[src/include/histConfig.svh]
`ifndef HIST_CONFIG_SVH
`define HIST_CONFIG_SVH

// timestamp split into coarse (upper) and fine (lower) fields
`define TS_WIDTH     10
`define COARSE_BITS  5
`define FINE_BITS    (`TS_WIDTH - `COARSE_BITS)

`define COUNT_WIDTH  8     // saturates at 255

// acquisition window per frame, in clocks
`define FRAME_CYCLES 200

`endif

[src/design/histPkg.sv]
`include "histConfig.svh"

package histPkg;

    typedef logic [`COUNT_WIDTH-1:0] countT;

    // coarse and fine fields are both 5 bits wide, one index type for both sweeps
    typedef logic [`COARSE_BITS-1:0] binIdxT;

    typedef enum logic [2:0] {
        ACQUIRE,
        DRAIN,
        SCAN,
        REPORT,
        CLEAR
    } combStateT;

    // count plus one, sticks at all ones
    function automatic countT satInc(countT c);
        return (c == '1) ? c : c + 1'b1;
    endfunction

endpackage

[src/design/tdcPkg.sv]
`include "histConfig.svh"

package tdcPkg;

    // raw TDC word
    typedef logic [`TS_WIDTH-1:0] timestampT;

    // coarse field selects the coarse bin
    typedef logic [`COARSE_BITS-1:0] coarseT;

    // fine field, binned only inside the gate
    typedef logic [`FINE_BITS-1:0] fineT;

    // upper bits of a timestamp
    function automatic coarseT coarseOf(timestampT ts);
        return ts[`TS_WIDTH-1 -: `COARSE_BITS];
    endfunction

    // lower bits of a timestamp
    function automatic fineT fineOf(timestampT ts);
        return ts[`FINE_BITS-1:0];
    endfunction

endpackage

[src/design/coarseHistogram.sv]
`timescale 1ns/100ps
`include "histConfig.svh"

module coarseHistogram (
    input  logic              clk,
    input  logic              res,
    input  logic              eventValid,
    input  tdcPkg::timestampT timestamp,
    input  logic              acquiring,
    input  logic              readEn,
    input  histPkg::binIdxT   readIdx,
    input  logic              clearAll,
    output histPkg::countT    readCount
);
    import tdcPkg::*;
    import histPkg::*;

    localparam int NUM_BINS = 1 << `COARSE_BITS;

    countT               countRam [NUM_BINS];
    logic [NUM_BINS-1:0] binValid;      // lazy clear, one bit per bin

    coarseT eventBin;
    logic   accept;
    logic   forward;

    logic   s1Valid;
    coarseT s1Bin;
    countT  s1Count;
    logic   s1Seen;                     // bin already holds a count this frame
    countT  wrCount;

    assign eventBin = coarseOf(timestamp);
    assign accept   = eventValid && acquiring;

    // stage 2 result, first hit of a frame starts at one
    assign wrCount = s1Seen ? satInc(s1Count) : countT'(1);

    // write and read of the same bin in one edge
    assign forward = s1Valid && (s1Bin == eventBin);

    always_ff @(posedge clk or negedge res) begin
        if (!res) begin
            s1Valid <= 1'b0;
        end else begin
            s1Valid <= accept;
        end
    end

    // stage 1 read of the addressed bin
    always_ff @(posedge clk) begin
        s1Bin <= eventBin;
        if (forward) begin
            s1Count <= wrCount;         // take the value being written now
            s1Seen  <= 1'b1;
        end else begin
            s1Count <= countRam[eventBin];
            s1Seen  <= binValid[eventBin];
        end
    end

    // stage 2 write back
    always_ff @(posedge clk) begin
        if (s1Valid) begin
            countRam[s1Bin] <= wrCount;
        end
    end

    always_ff @(posedge clk or negedge res) begin
        if (!res) begin
            binValid <= '0;
        end else if (clearAll) begin
            binValid <= '0;
        end else if (s1Valid) begin
            binValid[s1Bin] <= 1'b1;
        end
    end

    // sweep read port, stale bins read as zero
    always_ff @(posedge clk) begin
        if (readEn) begin
            readCount <= binValid[readIdx] ? countRam[readIdx] : '0;
        end
    end

    // the sweep must never overlap the acquisition window
    noScanDuringAcq: assert property (@(posedge clk) disable iff (!res)
        !(readEn && acquiring))
        else $error("coarseHistogram: readEn and acquiring high together");

endmodule

[src/design/fineHistogram.sv]
`timescale 1ns/100ps
`include "histConfig.svh"

module fineHistogram (
    input  logic              clk,
    input  logic              res,
    input  logic              eventValid,
    input  tdcPkg::timestampT timestamp,
    input  logic              acquiring,
    input  logic              readEn,
    input  histPkg::binIdxT   readIdx,
    input  logic              clearAll,
    input  histPkg::binIdxT   gateBin,
    input  logic              gateValid,
    output histPkg::countT    readCount
);
    import tdcPkg::*;
    import histPkg::*;

    localparam int NUM_BINS = 1 << `FINE_BITS;

    countT               countRam [NUM_BINS];
    logic [NUM_BINS-1:0] binValid;

    fineT   eventBin;
    logic   inGate;
    logic   accept;
    logic   forward;

    logic   s1Valid;
    fineT   s1Bin;
    countT  s1Count;
    logic   s1Seen;
    countT  wrCount;

    assign eventBin = fineOf(timestamp);

    // ungated until the combiner arms a coarse bin
    assign inGate = !gateValid || (coarseOf(timestamp) == gateBin);
    assign accept = eventValid && acquiring && inGate;

    assign wrCount = s1Seen ? satInc(s1Count) : countT'(1);
    assign forward = s1Valid && (s1Bin == eventBin);

    always_ff @(posedge clk or negedge res) begin
        if (!res) begin
            s1Valid <= 1'b0;
        end else begin
            s1Valid <= accept;
        end
    end

    always_ff @(posedge clk) begin
        s1Bin <= eventBin;
        if (forward) begin
            s1Count <= wrCount;         // back-to-back hit on one bin
            s1Seen  <= 1'b1;
        end else begin
            s1Count <= countRam[eventBin];
            s1Seen  <= binValid[eventBin];
        end
    end

    always_ff @(posedge clk) begin
        if (s1Valid) begin
            countRam[s1Bin] <= wrCount;
        end
    end

    always_ff @(posedge clk or negedge res) begin
        if (!res) begin
            binValid <= '0;
        end else if (clearAll) begin
            binValid <= '0;
        end else if (s1Valid) begin
            binValid[s1Bin] <= 1'b1;
        end
    end

    always_ff @(posedge clk) begin
        if (readEn) begin
            readCount <= binValid[readIdx] ? countRam[readIdx] : '0;
        end
    end

    // DRAIN has to empty the pipeline before the frame is cleared
    noWriteOnClear: assert property (@(posedge clk) disable iff (!res)
        clearAll |-> !s1Valid)
        else $error("fineHistogram: bin write in the clearAll cycle");

endmodule

[src/design/peakCombiner.sv]
`timescale 1ns/100ps
`include "histConfig.svh"

module peakCombiner (
    input  logic            clk,
    input  logic            res,
    input  histPkg::countT  coarseCount,
    input  histPkg::countT  fineCount,
    output logic            acquiring,
    output logic            readEn,
    output histPkg::binIdxT readIdx,
    output logic            clearAll,
    output histPkg::binIdxT gateBin,
    output logic            gateValid,
    output logic            peakValid,
    output tdcPkg::coarseT  coarsePeak,
    output histPkg::countT  coarsePeakCount,
    output tdcPkg::fineT    finePeak,
    output histPkg::countT  finePeakCount,
    output logic            fineGated
);
    import tdcPkg::*;
    import histPkg::*;

    localparam int CYCLE_W      = $clog2(`FRAME_CYCLES);
    localparam int DRAIN_CYCLES = 2;

    combStateT          state;
    combStateT          nextState;
    logic [CYCLE_W-1:0] cycleCnt;

    logic   rdValid;                    // readCount of both builders is live
    binIdxT rdIdx;                      // bin that readCount belongs to

    coarseT bestCoarse;
    countT  bestCoarseCount;
    fineT   bestFine;
    countT  bestFineCount;
    coarseT newCoarse;
    countT  newCoarseCount;
    fineT   newFine;
    countT  newFineCount;

    always_comb begin
        nextState = state;
        case (state)
            ACQUIRE: if (cycleCnt == CYCLE_W'(`FRAME_CYCLES - 1)) nextState = DRAIN;
            DRAIN:   if (cycleCnt == CYCLE_W'(DRAIN_CYCLES - 1)) nextState = SCAN;
            SCAN:    if (readIdx == '1) nextState = REPORT;
            REPORT:  nextState = CLEAR;
            CLEAR:   nextState = ACQUIRE;
            default: nextState = CLEAR;
        endcase
    end

    // reset sits in CLEAR so the first edge opens the window
    always_ff @(posedge clk or negedge res) begin
        if (!res) begin
            state     <= CLEAR;
            cycleCnt  <= '0;
            acquiring <= 1'b0;
            readEn    <= 1'b0;
            clearAll  <= 1'b0;
            readIdx   <= '0;
            rdValid   <= 1'b0;
        end else begin
            state     <= nextState;
            cycleCnt  <= (nextState != state) ? '0 : cycleCnt + 1'b1;
            acquiring <= (nextState == ACQUIRE);
            readEn    <= (nextState == SCAN);
            clearAll  <= (nextState == CLEAR);
            if (readEn) begin
                readIdx <= readIdx + 1'b1;      // wraps back to 0 after the sweep
            end
            rdValid   <= readEn;
        end
    end

    always_ff @(posedge clk) begin
        rdIdx <= readIdx;
    end

    // strict compare, ascending sweep keeps the lowest index on a tie
    always_comb begin
        newCoarse      = bestCoarse;
        newCoarseCount = bestCoarseCount;
        newFine        = bestFine;
        newFineCount   = bestFineCount;
        if (rdValid && (coarseCount > bestCoarseCount)) begin
            newCoarse      = rdIdx;
            newCoarseCount = coarseCount;
        end
        if (rdValid && (fineCount > bestFineCount)) begin
            newFine      = rdIdx;
            newFineCount = fineCount;
        end
    end

    always_ff @(posedge clk or negedge res) begin
        if (!res) begin
            bestCoarse      <= '0;
            bestCoarseCount <= '0;
            bestFine        <= '0;
            bestFineCount   <= '0;
        end else if (state == DRAIN) begin
            bestCoarse      <= '0;          // empty histogram reports bin 0
            bestCoarseCount <= '0;
            bestFine        <= '0;
            bestFineCount   <= '0;
        end else if (rdValid) begin
            bestCoarse      <= newCoarse;
            bestCoarseCount <= newCoarseCount;
            bestFine        <= newFine;
            bestFineCount   <= newFineCount;
        end
    end

    // last bin returns during REPORT, so results take the merged values
    always_ff @(posedge clk or negedge res) begin
        if (!res) begin
            peakValid       <= 1'b0;
            coarsePeak      <= '0;
            coarsePeakCount <= '0;
            finePeak        <= '0;
            finePeakCount   <= '0;
            fineGated       <= 1'b0;
            gateBin         <= '0;
            gateValid       <= 1'b0;
        end else begin
            peakValid <= (state == REPORT);
            if (state == REPORT) begin
                coarsePeak      <= newCoarse;
                coarsePeakCount <= newCoarseCount;
                finePeak        <= newFine;
                finePeakCount   <= newFineCount;
                fineGated       <= gateValid;   // gate that was in force this frame
                gateBin         <= newCoarse;
                gateValid       <= (newCoarseCount != '0);
            end
        end
    end

    peakOnePulse: assert property (@(posedge clk) disable iff (!res)
        peakValid |=> !peakValid)
        else $error("peakCombiner: peakValid longer than one cycle");

    readOnlyInScan: assert property (@(posedge clk) disable iff (!res)
        readEn |-> (state == SCAN))
        else $error("peakCombiner: readEn outside SCAN");

endmodule

[src/design/tofHistogramTop.sv]
`timescale 1ns/100ps

module tofHistogramTop (
    input  logic              clk,
    input  logic              res,
    input  logic              eventValid,
    input  tdcPkg::timestampT timestamp,
    output logic              peakValid,
    output tdcPkg::coarseT    coarsePeak,
    output histPkg::countT    coarsePeakCount,
    output tdcPkg::fineT      finePeak,
    output histPkg::countT    finePeakCount,
    output logic              fineGated,
    output logic              acquiring
);
    import histPkg::*;

    logic   readEn;
    binIdxT readIdx;
    logic   clearAll;
    binIdxT gateBin;
    logic   gateValid;
    countT  coarseCount;
    countT  fineCount;

    coarseHistogram u_coarseHistogram (
        .clk        (clk),
        .res        (res),
        .eventValid (eventValid),
        .timestamp  (timestamp),
        .acquiring  (acquiring),
        .readEn     (readEn),
        .readIdx    (readIdx),
        .clearAll   (clearAll),
        .readCount  (coarseCount)
    );

    // refines last frame's coarse peak
    fineHistogram u_fineHistogram (
        .clk        (clk),
        .res        (res),
        .eventValid (eventValid),
        .timestamp  (timestamp),
        .acquiring  (acquiring),
        .readEn     (readEn),
        .readIdx    (readIdx),
        .clearAll   (clearAll),
        .gateBin    (gateBin),
        .gateValid  (gateValid),
        .readCount  (fineCount)
    );

    peakCombiner u_peakCombiner (
        .clk             (clk),
        .res             (res),
        .coarseCount     (coarseCount),
        .fineCount       (fineCount),
        .acquiring       (acquiring),
        .readEn          (readEn),
        .readIdx         (readIdx),
        .clearAll        (clearAll),
        .gateBin         (gateBin),
        .gateValid       (gateValid),
        .peakValid       (peakValid),
        .coarsePeak      (coarsePeak),
        .coarsePeakCount (coarsePeakCount),
        .finePeak        (finePeak),
        .finePeakCount   (finePeakCount),
        .fineGated       (fineGated)
    );

endmodule

[config.mk]
export PLATFORM = sky130hd
export DESIGN_NAME = tofHistogramTop
export DESIGN_NICKNAME = d
export VERILOG_FILES = /design/src/design/histPkg.sv /design/src/design/tdcPkg.sv /design/src/design/coarseHistogram.sv /design/src/design/fineHistogram.sv /design/src/design/peakCombiner.sv /design/src/design/tofHistogramTop.sv
export VERILOG_INCLUDE_DIRS = /design/src /design/src/include
export SDC_FILE = /design/constraint.sdc
export NUM_CORES = 1
export LEC_CHECK = 0
export BUFFER_PORTS_ARGS = -buffer_cell sky130_fd_sc_hd__buf_2
export CORE_MARGIN = 1.5
export CORE_UTILIZATION = 27
export DETAILED_ROUTE_END_ITERATION = 12
export SLEW_MARGIN = 0
export SYNTH_ARGS = -nofsm -noshare
export SYNTH_HDL_FRONTEND = slang
export SYNTH_SLANG_ARGS = --single-unit
[constraint.sdc]
create_clock -name clk -period 12.4 [get_ports clk]
set_clock_uncertainty 0.2 [all_clocks]
set_input_delay 0.62 -clock clk [delete_from_list [all_inputs] [get_ports clk]]
set_output_delay 0.62 -clock clk [all_outputs]
set_load 0.03 [all_outputs]
==> impl_metrics.xml <==
<?xml version="1.0" encoding="UTF-8"?>
<metrics>
  <group name="critical_path">
    <metric name="reg2reg_setup_slack" unit="ps">6560</metric>
    <metric name="critical-path-slowest-cell" unit="">sky130_fd_sc_hd__buf_4</metric>
    <metric name="crit_type" unit="">reg -&gt; reg</metric>
    <metric name="crit_path_start_kind" unit="">flip-flop</metric>
    <metric name="r2r_cells" unit="">11</metric>
    <metric name="worst_ep_required_time" unit="ps">12410</metric>
    <metric name="critical_path.max_stage_delay" unit="ps">890</metric>
    <metric name="worstPathCellList" unit="">buf_4 -&gt; buf_4 -&gt; mux2i_1 -&gt; o22ai_1 -&gt; nor4_1 -&gt; nand2_1 -&gt; ha_1 -&gt; a21bo_2 -&gt; a21oi_1 -&gt; or4b_1 -&gt; o211a_1</metric>
    <metric name="worstSetupEndpointType" unit="">flip-flop</metric>
    <metric name="path_common_cell" unit="">sky130_fd_sc_hd__buf_4</metric>
    <metric name="crit_arrival" unit="ps">5850</metric>
    <metric name="critPathMaxFanout" unit="">63</metric>
  </group>
  <group name="synthesis">
    <metric name="synth_sequential_area_ratio" unit="">0.6135</metric>
    <metric name="synthMostInstantiatedCell" unit="">sky130_fd_sc_hd__edfxtp_1</metric>
    <metric name="syn_avg_cell_area" unit="um^2">15.41</metric>
    <metric name="synth.yosys.warnings" unit="">0</metric>
    <metric name="synth_seq_cells" unit="">686</metric>
    <metric name="synth_fp_nets" unit="">2121</metric>
    <metric name="synth_edf_count" unit="">528</metric>
    <metric name="post_synth_xor_area_fraction" unit="">0.006538</metric>
    <metric name="post-synth-top-area-fraction" unit="">0.4932</metric>
    <metric name="synth-adder-area-share" unit="">0.009185</metric>
    <metric name="post-synth-top-area-cell" unit="">sky130_fd_sc_hd__edfxtp_1</metric>
    <metric name="synth-simple-area-share" unit="">0.07052</metric>
    <metric name="synthTopCellsByCount" unit="">528 x sky130_fd_sc_hd__edfxtp_1, 316 x sky130_fd_sc_hd__mux2i_1, 243 x sky130_fd_sc_hd__nor2_1</metric>
    <metric name="cells_after_synthesis" unit="">2086</metric>
    <metric name="synthMuxAreaShare" unit="">0.2308</metric>
    <metric name="post_synth_instance_area" unit="um^2">32150</metric>
    <metric name="dominant_combinational_cell_family_by_area_after_synthesis" unit="">multiplexers</metric>
    <metric name="synth_flop_cell" unit="">sky130_fd_sc_hd__edfxtp_1</metric>
    <metric name="main_area_contributors_after_synthesis" unit="">sky130_fd_sc_hd__edfxtp_1 49%, sky130_fd_sc_hd__mux4_2 13%, sky130_fd_sc_hd__dfrtp_1 11%, sky130_fd_sc_hd__mux2i_1 9.8%, sky130_fd_sc_hd__nor2_1 2.8%</metric>
    <metric name="asyncSetResetFlopFracSynth" unit="">0.2055</metric>
    <metric name="complex_gate_fraction_of_the_synthesized_area" unit="">0.04557</metric>
    <metric name="synth_cell_type_count" unit="">60</metric>
  </group>
  <group name="placed_design">
    <metric name="numPortBuffers" unit="">41</metric>
    <metric name="gp_congestion" unit="">0.8629</metric>
    <metric name="detailedPlacementHpwl" unit="mm">59.22</metric>
    <metric name="detailed_place.area" unit="um^2">34250</metric>
    <metric name="dpl_worst_slack" unit="ps">6629</metric>
  </group>
  <group name="power_and_ir_drop">
    <metric name="peakVddDrop" unit="mV">0.09281</metric>
    <metric name="static-leakage-power" unit="nW">12.61</metric>
    <metric name="power_density" unit="nW/um^2">145.4</metric>
  </group>
  <group name="routing">
    <metric name="drt-initial-drc-count" unit="">2314</metric>
    <metric name="post_drt_wl_per_cell" unit="um">24.88</metric>
    <metric name="drtAntennaViolNets" unit="">0</metric>
    <metric name="drt-vias-per-instance" unit="">5.280</metric>
    <metric name="detail_route.wirelength" unit="mm">92.65</metric>
    <metric name="drt_pass1_iterations" unit="">5</metric>
    <metric name="via_count" unit="">19661</metric>
    <metric name="drc" unit="">0</metric>
  </group>
  <group name="global_route">
    <metric name="use_met3" unit="">0.02782</metric>
    <metric name="globalRoute.totalOverflow" unit="">0</metric>
    <metric name="grt_use_total" unit="">0.1507</metric>
    <metric name="global_route.usage.met1" unit="">0.2045</metric>
    <metric name="antenna_found_initial" unit="">0</metric>
    <metric name="grt_max_degree" unit="">82</metric>
    <metric name="gr-max-usage-layer" unit="">met2</metric>
    <metric name="number_of_global_route_vias_before_repair" unit="">19317</metric>
    <metric name="grt_use_met2" unit="">0.2421</metric>
    <metric name="grt_pass1_wl" unit="mm">135.0</metric>
  </group>
  <group name="clock_network">
    <metric name="clock_transition_at_the_registers_of_the_reported_paths" unit="ps">60</metric>
    <metric name="cts_sinks" unit="">686</metric>
    <metric name="cts-root-buf" unit="">sky130_fd_sc_hd__clkbuf_16</metric>
    <metric name="cts-htree-levels" unit="">3</metric>
    <metric name="post_cts_resized" unit="">0</metric>
    <metric name="clk_latency_worst_skew_pair" unit="ps">640</metric>
    <metric name="clock_tree.buffer_depth" unit="">3</metric>
    <metric name="cts-buffers-inserted" unit="">70</metric>
    <metric name="cts_tree" unit="">yes</metric>
  </group>
  <group name="die">
    <metric name="initial_utilization" unit="">0.2723</metric>
    <metric name="fp-row-count" unit="">126</metric>
    <metric name="floorplan.die_area" unit="um^2">121200</metric>
    <metric name="core_region_area" unit="um^2">118100</metric>
    <metric name="io_pins" unit="">42</metric>
    <metric name="die_w" unit="um">348.1</metric>
    <metric name="vertical_die_dimension" unit="um">348.1</metric>
  </group>
  <group name="sta">
    <metric name="max_freq" unit="MHz">171.3</metric>
    <metric name="setup_violations" unit="">0</metric>
    <metric name="post-route-min-period" unit="ps">5839</metric>
    <metric name="drv_slew" unit="">0</metric>
    <metric name="max_slew_margin" unit="">0.1083</metric>
    <metric name="fin_ws" unit="ps">6561</metric>
    <metric name="worst_margin_pin_slew" unit="ps">1333</metric>
    <metric name="hold_viol_final" unit="">0</metric>
    <metric name="final.setup.tns" unit="ps">0</metric>
    <metric name="rsz_0062_raised_after_global_routing" unit="">no</metric>
    <metric name="final.period_utilization" unit="">0.4709</metric>
  </group>
  <group name="worst_hold_path">
    <metric name="hold-path-cell-count" unit="">1</metric>
    <metric name="min_path_type" unit="">in -&gt; reg</metric>
  </group>
  <group name="layout">
    <metric name="drive_above_1_share" unit="">0.2139</metric>
    <metric name="multi_input_area" unit="um^2">11770</metric>
    <metric name="register_area" unit="um^2">19750</metric>
    <metric name="post_route_cell_area" unit="um^2">36670</metric>
    <metric name="final_net_count" unit="">2167</metric>
    <metric name="layout-area-overhead-vs-synth" unit="%">14.06</metric>
    <metric name="layout.filler_cells" unit="">11484</metric>
    <metric name="diodes" unit="">0</metric>
  </group>
  <group name="job">
    <metric name="drv_cap" unit="">0</metric>
  </group>
  <group name="status">
    <metric name="status" unit="">completed</metric>
  </group>
</metrics>
==> stage by stage <==
stage,std cells,hold WS (ps),power [mW],util
3_3_place_gp,3590,255.1,3.170,0.2901
2_1_floorplan,2086,124.4,3.022,-
4_1_cts,3724,9.326,5.359,0.3106
5_1_grt,3724,19.19,5.495,0.3106
6_report,3724,39.88,5.333,0.3106
3_5_place_dp,3590,257.0,3.180,0.2901
==> area by class of cell <==
type                    instances  share of cell area
clock inverters                33            0.009383
flip-flops and latches        686              0.5384
inverters                      24            0.002457
well taps                    1536             0.05241
multi-input cells            1234              0.3209
clock buffers                  95             0.05493
repair buffers                116             0.02153
==> registers in the layout, indices dropped and copies added (netlist names), 8 cells and up <==
name and count:
u_peakCombiner.coarsePeakCount 8, u_fineHistogram.readCount 8, u_peakCombiner.finePeakCount 8, u_peakCombiner.bestFineCount 8, u_coarseHistogram.countRam 256, u_peakCombiner.cycleCnt 8, u_fineHistogram.countRam 256, u_coarseHistogram.readCount 8
u_peakCombiner.bestCoarseCount 8, u_coarseHistogram.binValid 32, u_fineHistogram.binValid 32
==> cell usage in the layout, fill, tap and decap left out, drive strengths merged, types with 8 or more instances in the layout <==
| cell type | n |
|---|---|
| nand3b | 8 |
| nor4 | 40 |
| a21oi | 15 |
| nand2 | 60 |
| xnor2 | 8 |
| nand3 | 17 |
| clkbuf | 95 |
| o221ai | 8 |
| dfrtp | 140 |
| o21ai | 38 |
| o22ai | 132 |
| mux2i | 316 |
| dfxtp | 17 |
| xor2 | 16 |
| clkinv | 19 |
| nand4bb | 12 |
| nand4 | 9 |
| mux4 | 188 |
| inv | 29 |
| edfxtp | 528 |
| nor3 | 14 |
| or4b | 13 |
| ha | 22 |
| nand4b | 8 |
| nor2 | 243 |
| buf | 110 |
==> metal layers <==
layer / vias to the layer above / routed length (um)
met5: - / 0
met4: 0 / 3241
met3: 180 / 6329
met2: 818 / 43720
met1: 10271 / 39350
li1: 8392 / -
==> repair_timing <==
action	in CTS	in global routing
endpoints found under the hold margin	65	0
buffers inserted	0	0
hold buffers	6	0
==> where the power goes <==
| part | total, mW | switching, mW | internal, mW |
|---|---|---|---|
| Combinational | 0.421 | 0.278 | 0.143 |
| Sequential | 2.72 | 0.0630 | 2.66 |
| Clock | 2.19 | 0.920 | 1.27 |
| Total | 5.33 | 1.26 | 4.07 |
==> final timing paths <==
path,start,to
max,u_coarseHistogram.s1Bin[1]$_DFF_P_,u_coarseHistogram.countRam[23][7]$_DFFE_PP_
min,timestamp[7],u_coarseHistogram.s1Bin[2]$_DFF_P_
max reg2reg,u_coarseHistogram.s1Bin[1]$_DFF_P_,u_coarseHistogram.countRam[23][7]$_DFFE_PP_
min reg2reg,u_peakCombiner.fineGated$_DFFE_PN0P_,u_peakCombiner.fineGated$_DFFE_PN0P_
max in group asynchronous,res,u_peakCombiner.readIdx[2]$_DFFE_PN0P_
min in group asynchronous,res,u_peakCombiner.bestCoarseCount[0]$_DFFE_PN0P_
==> cell families after synthesis <==
group,count (synthesis)
buffers and inverters,166
and+or+nand+nor,455
xor gates and xnor gates,24
adders and majority gates,24
muxes,506
AOI/OAI and AO/OA,225
DFF,686
==> worst max-delay path, delay by kind of cell, from the launching register on <==
family	cells	cell delay [ps]
buffers and inverters	2	1700
and+or+nand+nor	3	1300
AOI/OAI and AO/OA	4	980
DFF	1	610
muxes	1	290
adders and majority gates	1	290
No activity file was read; power rests on OpenSTA's default activity.
